## src/design/cpu_pkg.sv

```systemverilog
package cpu_pkg;

    localparam int WORD_W = 16;

    // ##########################################################
    // Instruction encodings
    // ##########################################################

    typedef enum logic [3:0] {
        OP_BNE   = 4'd0,
        OP_BEQ   = 4'd1,
        OP_BGZ   = 4'd2,
        OP_BLZ   = 4'd3,
        OP_ADI   = 4'd4,
        OP_ORI   = 4'd5,
        OP_LHI   = 4'd6,
        OP_LWD   = 4'd7,
        OP_SWD   = 4'd8,
        OP_JMP   = 4'd9,
        OP_JAL   = 4'd10,
        OP_RTYPE = 4'd15
    } opcode_e;

    typedef enum logic [5:0] {
        FN_ADD = 6'd0,
        FN_SUB = 6'd1,
        FN_AND = 6'd2,
        FN_ORR = 6'd3,
        FN_NOT = 6'd4,
        FN_TCP = 6'd5,
        FN_SHL = 6'd6,
        FN_SHR = 6'd7,
        FN_JPR = 6'd25,
        FN_JRL = 6'd26,
        FN_WWD = 6'd28,
        FN_HLT = 6'd29
    } func_e;

    typedef struct packed {
        opcode_e     opcode;
        logic [1:0]  rs;
        logic [1:0]  rt;
        logic [1:0]  rd;
        func_e       func;
    } r_form_t;

    typedef struct packed {
        opcode_e     opcode;
        logic [1:0]  rs;
        logic [1:0]  rt;
        logic [7:0]  imm;
    } i_form_t;

    typedef struct packed {
        opcode_e     opcode;
        logic [11:0] target;
    } j_form_t;

    // Same 16 bits seen as register, immediate or jump form
    typedef union packed {
        r_form_t r;
        i_form_t i;
        j_form_t j;
    } instr_t;

    // ##########################################################
    // Datapath controls
    // ##########################################################

    typedef enum logic [3:0] {
        ALU_ADD, ALU_SUB, ALU_AND, ALU_OR, ALU_NOT,
        ALU_TCP, ALU_SHL, ALU_SHR, ALU_PASS_B
    } alu_op_e;

    typedef enum logic [1:0] {WB_ALU, WB_MEM, WB_PC1} wb_sel_e;

    typedef enum logic [1:0] {PC_SEQ, PC_BRANCH, PC_JUMP, PC_REG} pc_sel_e;

    typedef enum logic [1:0] {EXT_SIGN, EXT_ZERO_HIGH, EXT_ZERO_LOW, EXT_TARGET} ext_kind_e;

endpackage

```

## src/design/imm_extender.sv

```systemverilog
`timescale 1ns/1ps

module imm_extender (
    input  logic [cpu_pkg::WORD_W-1:0] pc,
    input  cpu_pkg::opcode_e           opcode,
    input  logic [7:0]                 imm,
    input  logic [11:0]                target,
    output logic [cpu_pkg::WORD_W-1:0] ext_value
);
    import cpu_pkg::*;

    ext_kind_e         mode;
    logic              mode_known;
    logic [WORD_W-1:0] widened;

    always_comb begin
        mode       = EXT_SIGN;
        mode_known = 1'b1;
        case (opcode)
            OP_ADI, OP_LWD, OP_SWD,
            OP_BNE, OP_BEQ, OP_BGZ, OP_BLZ: mode = EXT_SIGN;
            OP_ORI:                         mode = EXT_ZERO_HIGH;
            OP_LHI:                         mode = EXT_ZERO_LOW;
            OP_JMP, OP_JAL:                 mode = EXT_TARGET;
            default:                        mode_known = 1'b0;
        endcase
    end

    always_comb begin
        case (mode)
            EXT_SIGN:      widened = {{8{imm[7]}}, imm};
            EXT_ZERO_HIGH: widened = {8'h00, imm};
            EXT_ZERO_LOW:  widened = {imm, 8'h00};
            // Jumps stay inside the current 4K page
            EXT_TARGET:    widened = {pc[15:12], target};
            default:       widened = '0;
        endcase
    end

    assign ext_value = mode_known ? widened : '0;

endmodule

```

## src/design/control_decoder.sv

```systemverilog
`timescale 1ns/1ps

module control_decoder (
    input  cpu_pkg::instr_t   instr,
    output logic              reg_we,
    output logic [1:0]        rd_idx,
    output cpu_pkg::alu_op_e  alu_op,
    output logic              alu_src_imm,
    output cpu_pkg::ext_kind_e ext_kind,
    output cpu_pkg::wb_sel_e  wb_sel,
    output cpu_pkg::pc_sel_e  pc_sel_base,
    output logic [1:0]        branch_kind,
    output logic              is_branch,
    output logic              mem_we,
    output logic              out_strobe,
    output logic              halt
);
    import cpu_pkg::*;

    always_comb begin
        reg_we      = 1'b0;
        rd_idx      = instr.i.rt;
        alu_op      = ALU_ADD;
        alu_src_imm = 1'b0;
        ext_kind    = EXT_SIGN;
        wb_sel      = WB_ALU;
        pc_sel_base = PC_SEQ;
        branch_kind = instr.i.opcode[1:0];
        is_branch   = 1'b0;
        mem_we      = 1'b0;
        out_strobe  = 1'b0;
        halt        = 1'b0;

        case (instr.i.opcode)
            OP_ADI: begin
                reg_we      = 1'b1;
                alu_src_imm = 1'b1;
            end
            OP_ORI: begin
                reg_we      = 1'b1;
                alu_op      = ALU_OR;
                alu_src_imm = 1'b1;
                ext_kind    = EXT_ZERO_HIGH;
            end
            OP_LHI: begin
                reg_we      = 1'b1;
                alu_op      = ALU_PASS_B;
                alu_src_imm = 1'b1;
                ext_kind    = EXT_ZERO_LOW;
            end
            OP_LWD: begin
                reg_we      = 1'b1;
                alu_src_imm = 1'b1;
                wb_sel      = WB_MEM;
            end
            OP_SWD: begin
                mem_we      = 1'b1;
                alu_src_imm = 1'b1;
            end
            // Branch kind comes straight from the low opcode bits
            OP_BNE, OP_BEQ, OP_BGZ, OP_BLZ: begin
                alu_op      = ALU_SUB;
                is_branch   = 1'b1;
                pc_sel_base = PC_BRANCH;
            end
            OP_JMP, OP_JAL: begin
                ext_kind    = EXT_TARGET;
                pc_sel_base = PC_JUMP;
                if (instr.i.opcode == OP_JAL) begin
                    reg_we = 1'b1;
                    rd_idx = 2'd2;
                    wb_sel = WB_PC1;
                end
            end
            OP_RTYPE: begin
                rd_idx = instr.r.rd;
                case (instr.r.func)
                    FN_ADD: begin
                        reg_we = 1'b1;
                        alu_op = ALU_ADD;
                    end
                    FN_SUB: begin
                        reg_we = 1'b1;
                        alu_op = ALU_SUB;
                    end
                    FN_AND: begin
                        reg_we = 1'b1;
                        alu_op = ALU_AND;
                    end
                    FN_ORR: begin
                        reg_we = 1'b1;
                        alu_op = ALU_OR;
                    end
                    FN_NOT: begin
                        reg_we = 1'b1;
                        alu_op = ALU_NOT;
                    end
                    FN_TCP: begin
                        reg_we = 1'b1;
                        alu_op = ALU_TCP;
                    end
                    FN_SHL: begin
                        reg_we = 1'b1;
                        alu_op = ALU_SHL;
                    end
                    FN_SHR: begin
                        reg_we = 1'b1;
                        alu_op = ALU_SHR;
                    end
                    FN_WWD: out_strobe = 1'b1;
                    FN_JPR: pc_sel_base = PC_REG;
                    FN_JRL: begin
                        pc_sel_base = PC_REG;
                        reg_we      = 1'b1;
                        rd_idx      = 2'd2;
                        wb_sel      = WB_PC1;
                    end
                    FN_HLT: halt = 1'b1;
                    default: ;
                endcase
            end
            default: ;
        endcase
    end

    // Checked each time a new instruction word replaces the previous one
    a_unknown_func_no_write: assert property (@(instr)
        (instr.r.opcode == OP_RTYPE &&
         !(instr.r.func inside {FN_ADD, FN_SUB, FN_AND, FN_ORR, FN_NOT, FN_TCP,
                                FN_SHL, FN_SHR, FN_WWD, FN_JPR, FN_JRL, FN_HLT}))
        |-> !reg_we);

endmodule

```

## src/design/register_file.sv

```systemverilog
`timescale 1ns/1ps

module register_file (
    input  logic                       clk,
    input  logic                       arst_n,
    input  logic [1:0]                 rs_idx,
    input  logic [1:0]                 rt_idx,
    output logic [cpu_pkg::WORD_W-1:0] rs_val,
    output logic [cpu_pkg::WORD_W-1:0] rt_val,
    input  logic                       we,
    input  logic [1:0]                 wd_idx,
    input  logic [cpu_pkg::WORD_W-1:0] wd_val
);
    import cpu_pkg::*;

    logic [WORD_W-1:0] regs [4];

    always_ff @(posedge clk or negedge arst_n) begin
        if (!arst_n) begin
            for (int i = 0; i < 4; i++) begin
                regs[i] <= '0;
            end
        end else if (we) begin
            regs[wd_idx] <= wd_val;
        end
    end

    // Reads see the old value until the write edge has passed
    assign rs_val = regs[rs_idx];
    assign rt_val = regs[rt_idx];

endmodule

```

## src/design/alu.sv

```systemverilog
`timescale 1ns/1ps

module alu (
    input  logic [cpu_pkg::WORD_W-1:0] a,
    input  logic [cpu_pkg::WORD_W-1:0] b,
    input  cpu_pkg::alu_op_e           op,
    input  logic [1:0]                 branch_kind,
    output logic [cpu_pkg::WORD_W-1:0] result,
    output logic                       branch_taken
);
    import cpu_pkg::*;

    always_comb begin
        case (op)
            ALU_ADD:    result = a + b;
            ALU_SUB:    result = a - b;
            ALU_AND:    result = a & b;
            ALU_OR:     result = a | b;
            ALU_NOT:    result = ~a;
            ALU_TCP:    result = ~a + 16'd1;
            ALU_SHL:    result = {a[WORD_W-2:0], 1'b0};
            ALU_SHR:    result = {1'b0, a[WORD_W-1:1]};
            ALU_PASS_B: result = b;
            default:    result = '0;
        endcase
    end

    // ##########################################################
    // Branch conditions, indexed by the low opcode bits
    // ##########################################################

    always_comb begin
        case (branch_kind)
            2'd0:    branch_taken = (a != b);
            2'd1:    branch_taken = (a == b);
            2'd2:    branch_taken = ($signed(a) > 0);
            default: branch_taken = ($signed(a) < 0);
        endcase
    end

endmodule

```

## src/design/cpu_core.sv

```systemverilog
`timescale 1ns/1ps

module cpu_core #(
    parameter logic [cpu_pkg::WORD_W-1:0] RESET_PC = '0
) (
    input  logic                       clk,
    input  logic                       arst_n,
    input  logic [cpu_pkg::WORD_W-1:0] i_data,
    output logic [cpu_pkg::WORD_W-1:0] i_addr,
    output logic [cpu_pkg::WORD_W-1:0] d_addr,
    output logic [cpu_pkg::WORD_W-1:0] d_wdata,
    output logic                       d_we,
    input  logic [cpu_pkg::WORD_W-1:0] d_rdata,
    output logic                       out_valid,
    output logic [cpu_pkg::WORD_W-1:0] out_data,
    output logic                       halted
);
    import cpu_pkg::*;

    instr_t            instr;
    logic [WORD_W-1:0] pc, pc_plus1, br_target, next_pc;
    logic              run, halt_q, active;

    logic              reg_we, alu_src_imm, is_branch, mem_we, out_strobe, halt;
    logic [1:0]        rd_idx, branch_kind;
    alu_op_e           alu_op;
    ext_kind_e         ext_kind;
    wb_sel_e           wb_sel;
    pc_sel_e           pc_sel_base, pc_sel;

    logic [WORD_W-1:0] ext_value, rs_val, rt_val, alu_b, alu_result, wb_val;
    logic              branch_taken;

    assign instr  = i_data;
    assign i_addr = pc;

    // The first cycle after reset release is idle while run comes up
    assign active = run & ~halt_q;

    control_decoder u_decoder (
        .instr       (instr),
        .reg_we      (reg_we),
        .rd_idx      (rd_idx),
        .alu_op      (alu_op),
        .alu_src_imm (alu_src_imm),
        .ext_kind    (ext_kind),
        .wb_sel      (wb_sel),
        .pc_sel_base (pc_sel_base),
        .branch_kind (branch_kind),
        .is_branch   (is_branch),
        .mem_we      (mem_we),
        .out_strobe  (out_strobe),
        .halt        (halt)
    );

    imm_extender u_extender (
        .pc        (pc),
        .opcode    (instr.i.opcode),
        .imm       (instr.i.imm),
        .target    (instr.j.target),
        .ext_value (ext_value)
    );

    register_file u_regs (
        .clk    (clk),
        .arst_n (arst_n),
        .rs_idx (instr.i.rs),
        .rt_idx (instr.i.rt),
        .rs_val (rs_val),
        .rt_val (rt_val),
        .we     (reg_we & active),
        .wd_idx (rd_idx),
        .wd_val (wb_val)
    );

    assign alu_b = alu_src_imm ? ext_value : rt_val;

    alu u_alu (
        .a            (rs_val),
        .b            (alu_b),
        .op           (alu_op),
        .branch_kind  (branch_kind),
        .result       (alu_result),
        .branch_taken (branch_taken)
    );

    // ##########################################################
    // Next PC and write-back
    // ##########################################################

    assign pc_plus1  = pc + 16'd1;
    assign br_target = pc_plus1 + ext_value;
    assign pc_sel    = (is_branch && !branch_taken) ? PC_SEQ : pc_sel_base;

    always_comb begin
        case (pc_sel)
            PC_BRANCH: next_pc = br_target;
            PC_JUMP:   next_pc = ext_value;
            PC_REG:    next_pc = rs_val;
            default:   next_pc = pc_plus1;
        endcase
        case (wb_sel)
            WB_MEM:  wb_val = d_rdata;
            WB_PC1:  wb_val = pc_plus1;
            default: wb_val = alu_result;
        endcase
    end

    always_ff @(posedge clk or negedge arst_n) begin
        if (!arst_n) begin
            pc     <= RESET_PC;
            run    <= 1'b0;
            halt_q <= 1'b0;
        end else begin
            run <= 1'b1;
            if (active) begin
                pc <= next_pc;
                if (halt) halt_q <= 1'b1;
            end
        end
    end

    assign d_addr    = alu_result;
    assign d_wdata   = rt_val;
    assign d_we      = mem_we & active;
    assign out_valid = out_strobe & active;
    assign out_data  = rs_val;
    assign halted    = halt_q;

    a_strobes_exclusive: assert property (@(posedge clk) disable iff (!arst_n)
        !(d_we && out_valid));

    a_halt_sticky: assert property (@(posedge clk) disable iff (!arst_n)
        halted |=> halted);

    // Decoder's extender mode must agree with the value the extender built
    a_ext_consistent: assert property (@(posedge clk) disable iff (!arst_n)
        (ext_kind == EXT_ZERO_HIGH |-> ext_value[15:8] == 8'h00) and
        (ext_kind == EXT_ZERO_LOW  |-> ext_value[7:0] == 8'h00) and
        (ext_kind == EXT_TARGET    |-> ext_value[15:12] == pc[15:12]));

endmodule

```

## config.mk

```make
export PLATFORM = sky130hd
export DESIGN_NAME = cpu_core
export DESIGN_NICKNAME = d
export VERILOG_FILES = /design/src/design/cpu_pkg.sv /design/src/design/imm_extender.sv /design/src/design/control_decoder.sv /design/src/design/register_file.sv /design/src/design/alu.sv /design/src/design/cpu_core.sv
export SDC_FILE = /design/constraint.sdc
export NUM_CORES = 1
export LEC_CHECK = 0
export ABC_CLOCK_PERIOD_IN_PS = 3450
export BUFFER_PORTS_ARGS = -buffer_cell sky130_fd_sc_hd__buf_4
export CAP_MARGIN = 20
export CORE_UTILIZATION = 40
export CTS_CLUSTER_SIZE = 30
export DETAILED_ROUTE_END_ITERATION = 7
export GPL_TIMING_DRIVEN = 0
export PLACE_DENSITY_LB_ADDON = 0.1
export SETUP_SLACK_MARGIN = 0.2
export SYNTH_ARGS = -nofsm -noshare
export SYNTH_HDL_FRONTEND = slang
export SYNTH_HIERARCHICAL = 1
export SYNTH_SLANG_ARGS = --single-unit
export TNS_END_PERCENT = 1
```

## constraint.sdc

```tcl
create_clock -name clk -period 3.45 [get_ports clk]
set_clock_uncertainty 0.05 [all_clocks]
set_input_delay 0.1725 -clock clk [delete_from_list [all_inputs] [get_ports clk]]
set_output_delay 0.1725 -clock clk [all_outputs]
set_load 0.02 [all_outputs]
```

==> impl_metrics.toml <==
[timing]
fmax_mhz = 256
maxSlewViolCount = 0
hold-worst-slack_ns = 0.183
relSlewSlack_pct = 46.5
finalSetupTns_ns = -19.68
fin_crit_ns = 3.91
period_share_pct = 113
rsz0062_at_grt = "true"
hold_violations = 0
timing.final.ws_setup_ns = -0.457
setup_viol = 83
worst_pin_slew_ns = 0.802

[setup_path]
r2r_start = "u_regs/regs[5]"
worstSetupPathType = "in2out"
cp-end-kind = "output pin"
crit_slowest_cell = "o21ai_1"
crit_required_ns = 3.23
crit_fanout = 10
slowest_delay_ns = 0.30
crit_buf_inv = 9
cp_top_family = "buffers and inverters"
start_kind = "primary input"
critical_path.most_common_cell = "buf_4"
worstSetupStartpoint = "i_data[15]"
crit_arrival_ns = 3.68
crit_chain = "buf_4, buf_6, buf_4, nand3_1, o21a_1, o311ai_1, buf_4, mux2_4, inv_4, ha_4, clkbuf_16, buf_4, nand2_1, o21ai_1, a21oi_2, buf_4, o31ai_1, o211ai_1, xnor2_1, o21ai_1, buf_4"
r2r_slack_ns = -0.44

[pwr]
seqPwrFrac_pct = 13.2
p_leak_nw = 5.63
p_switching_mw = 6.99
peakVddDrop_uv = 655
comb_power_share_pct = 79.2
power_mw = 13.5
p_per_area_nw_per_um2 = 992
internal-power_mw = 6.56
swShare_pct = 51.6
power_frac_clock_pct = 7.6

[routing]
drtIter0Drc = 1214
drcViolationCount = 0
dr.pass1.iters = 5
dr_total_vias = 10900
wl_per_cell_um = 25.0
antenna_left = 0
wl_um = 42900
viasPerCell = 6.36

[yosys]
syn_area_sq_um = 10200
ys_warn_count = 6
syn_avg_cell_area_sq_um = 8.62
syn_nets = 1288
syn_inst = 1180

[clock_tree]
htreeDepth = 3
cts_tree = "yes"
path_clk_slew_ns = 0.07
clk_latency_ns = 0.35
cts_root_buffer = "clkbuf_16"
cts.sinks = 82
cts_made_buffers = 9
cts_buffer_depth = 2

[outcome]
outcome = "complete, but fails checks"
violations = "negative setup slack"

[min_path]
hold_path_class = "in2async"

[finish]
layout_common_cells = "193 x buf_4, 79 x nand2_1, 78 x dfrtp_1, 65 x mux2_2, 64 x a21oi_1"
area_growth_pct = 34.2
drive_gt1_share_pct = 40.2
nets = 1490
fillCellCount = 2331
ff_latch_area_sq_um = 2060
final_common_cell = "buf_4"
multi_input_area_sq_um = 8490
stdcell_area_sq_um = 13700

[floorplanning]
core_sq_um = 25000
die_height_um = 162
io_pins = 101
initial_core_util_pct = 40.6
rows = 58
die_x_um = 162
die_area_sq_um = 26100

[place]
postPlaceCellArea_sq_um = 11600
dp_hpwl_um = 31500
routabilityCongestion = 0.952
place.port_buffers = 100

[global_routing]
track_usage_pct = 32.6
grt_pass1_vias = 10400
grt_start_max_net_pins = 83
grt_overflow_total = 0
grt_pass1_wl_um = 63900
antenna_found_initial = 1

[flow_run]
drv_cap = 0
metal layers:
layer	vias up	global-route usage, %	routed length, um
met3	103	4.08	3390
met1	5420	44.2	18000
li1	4827	-	-
met5	-	0	0
met4	0	13.6	1790
met2	569	52.2	19700
per-stage QoR:
| stage | std cells | setup WS (ns) | util, % |
|---|---|---|---|
| after detailed placement | 1613 | -1.73 | 46.2 |
| after CTS | 1698 | -0.350 | 52.9 |
| final | 1718 | -0.457 | 54.6 |
| after floorplan | 1180 | -0.166 | - |
| after global placement | 1610 | -1.75 | 46.1 |
| after global routing | 1717 | -0.533 | 54.6 |
worst register-to-register path: stages (launching register included):
cell and delay [ns]:
dfrtp_1 0.40, mux4_2 0.50, mux2_4 0.32, inv_4 0.08
ha_1 0.30, inv_1 0.18, a221oi_4 0.33, a211oi_4 0.07
buf_6 0.14, o31ai_4 0.29, a22oi_2 0.13, xnor2_1 0.23
o221ai_2 0.14, buf_4 0.20, nand2_4 0.07, o21ai_4 0.08
mux2_4 0.29
sequential cells by signal (all words and copies together) (netlist names):
signal       flops
u_regs/regs     64
i_addr          16
halted           1
run              1
power groups by stage:
stage / combinational [mW] / sequential [mW] / clock (mW)
after global routing: 11.3 / 1.85 / 1.08
after floorplan: 5.60 / 1.76 / 0
after global placement: 8.44 / 1.76 / 0
after detailed placement: 8.45 / 1.78 / 0
after CTS: 9.99 / 1.77 / 1.04
final: 10.7 / 1.79 / 1.02
cell type report:
class                   instances  share of cell area (%)
multi-input cells             950                    62.2
flip-flops and latches         82                    15.1
repair buffers                191                    10.9
plain buffers                  79                    4.43
well taps                     330                    3.02
inverters                      69                    2.07
clock buffers                  10                    1.75
clock inverters                 6                   0.540
diodes                          1                  0.0183
path summary, 6_finish.rpt:
kind                             endpoint  cells past startpoint
min in group clk                   halted                      3
min reg2reg                        halted                      1
max                            d_addr[11]                     21
min                            i_addr[10]                      2
max in group asynchronous  u_regs/regs[5]                      3
max reg2reg                u_regs/regs[9]                     16
repair_timing:
| item | 4_1_cts | 5_1_grt |
|---|---|---|
| cloned | 1 | 0 |
| endpoints found under the hold margin | 0 | 15 |
| pin swaps | 63 | 34 |
| endpoints found under the setup margin | 96 | 96 |
| buffers inserted | 68 | 17 |
| hold buffers | 0 | 1 |
| resized for setup | 201 | 57 |
No activity file was read; power rests on OpenSTA's default activity.
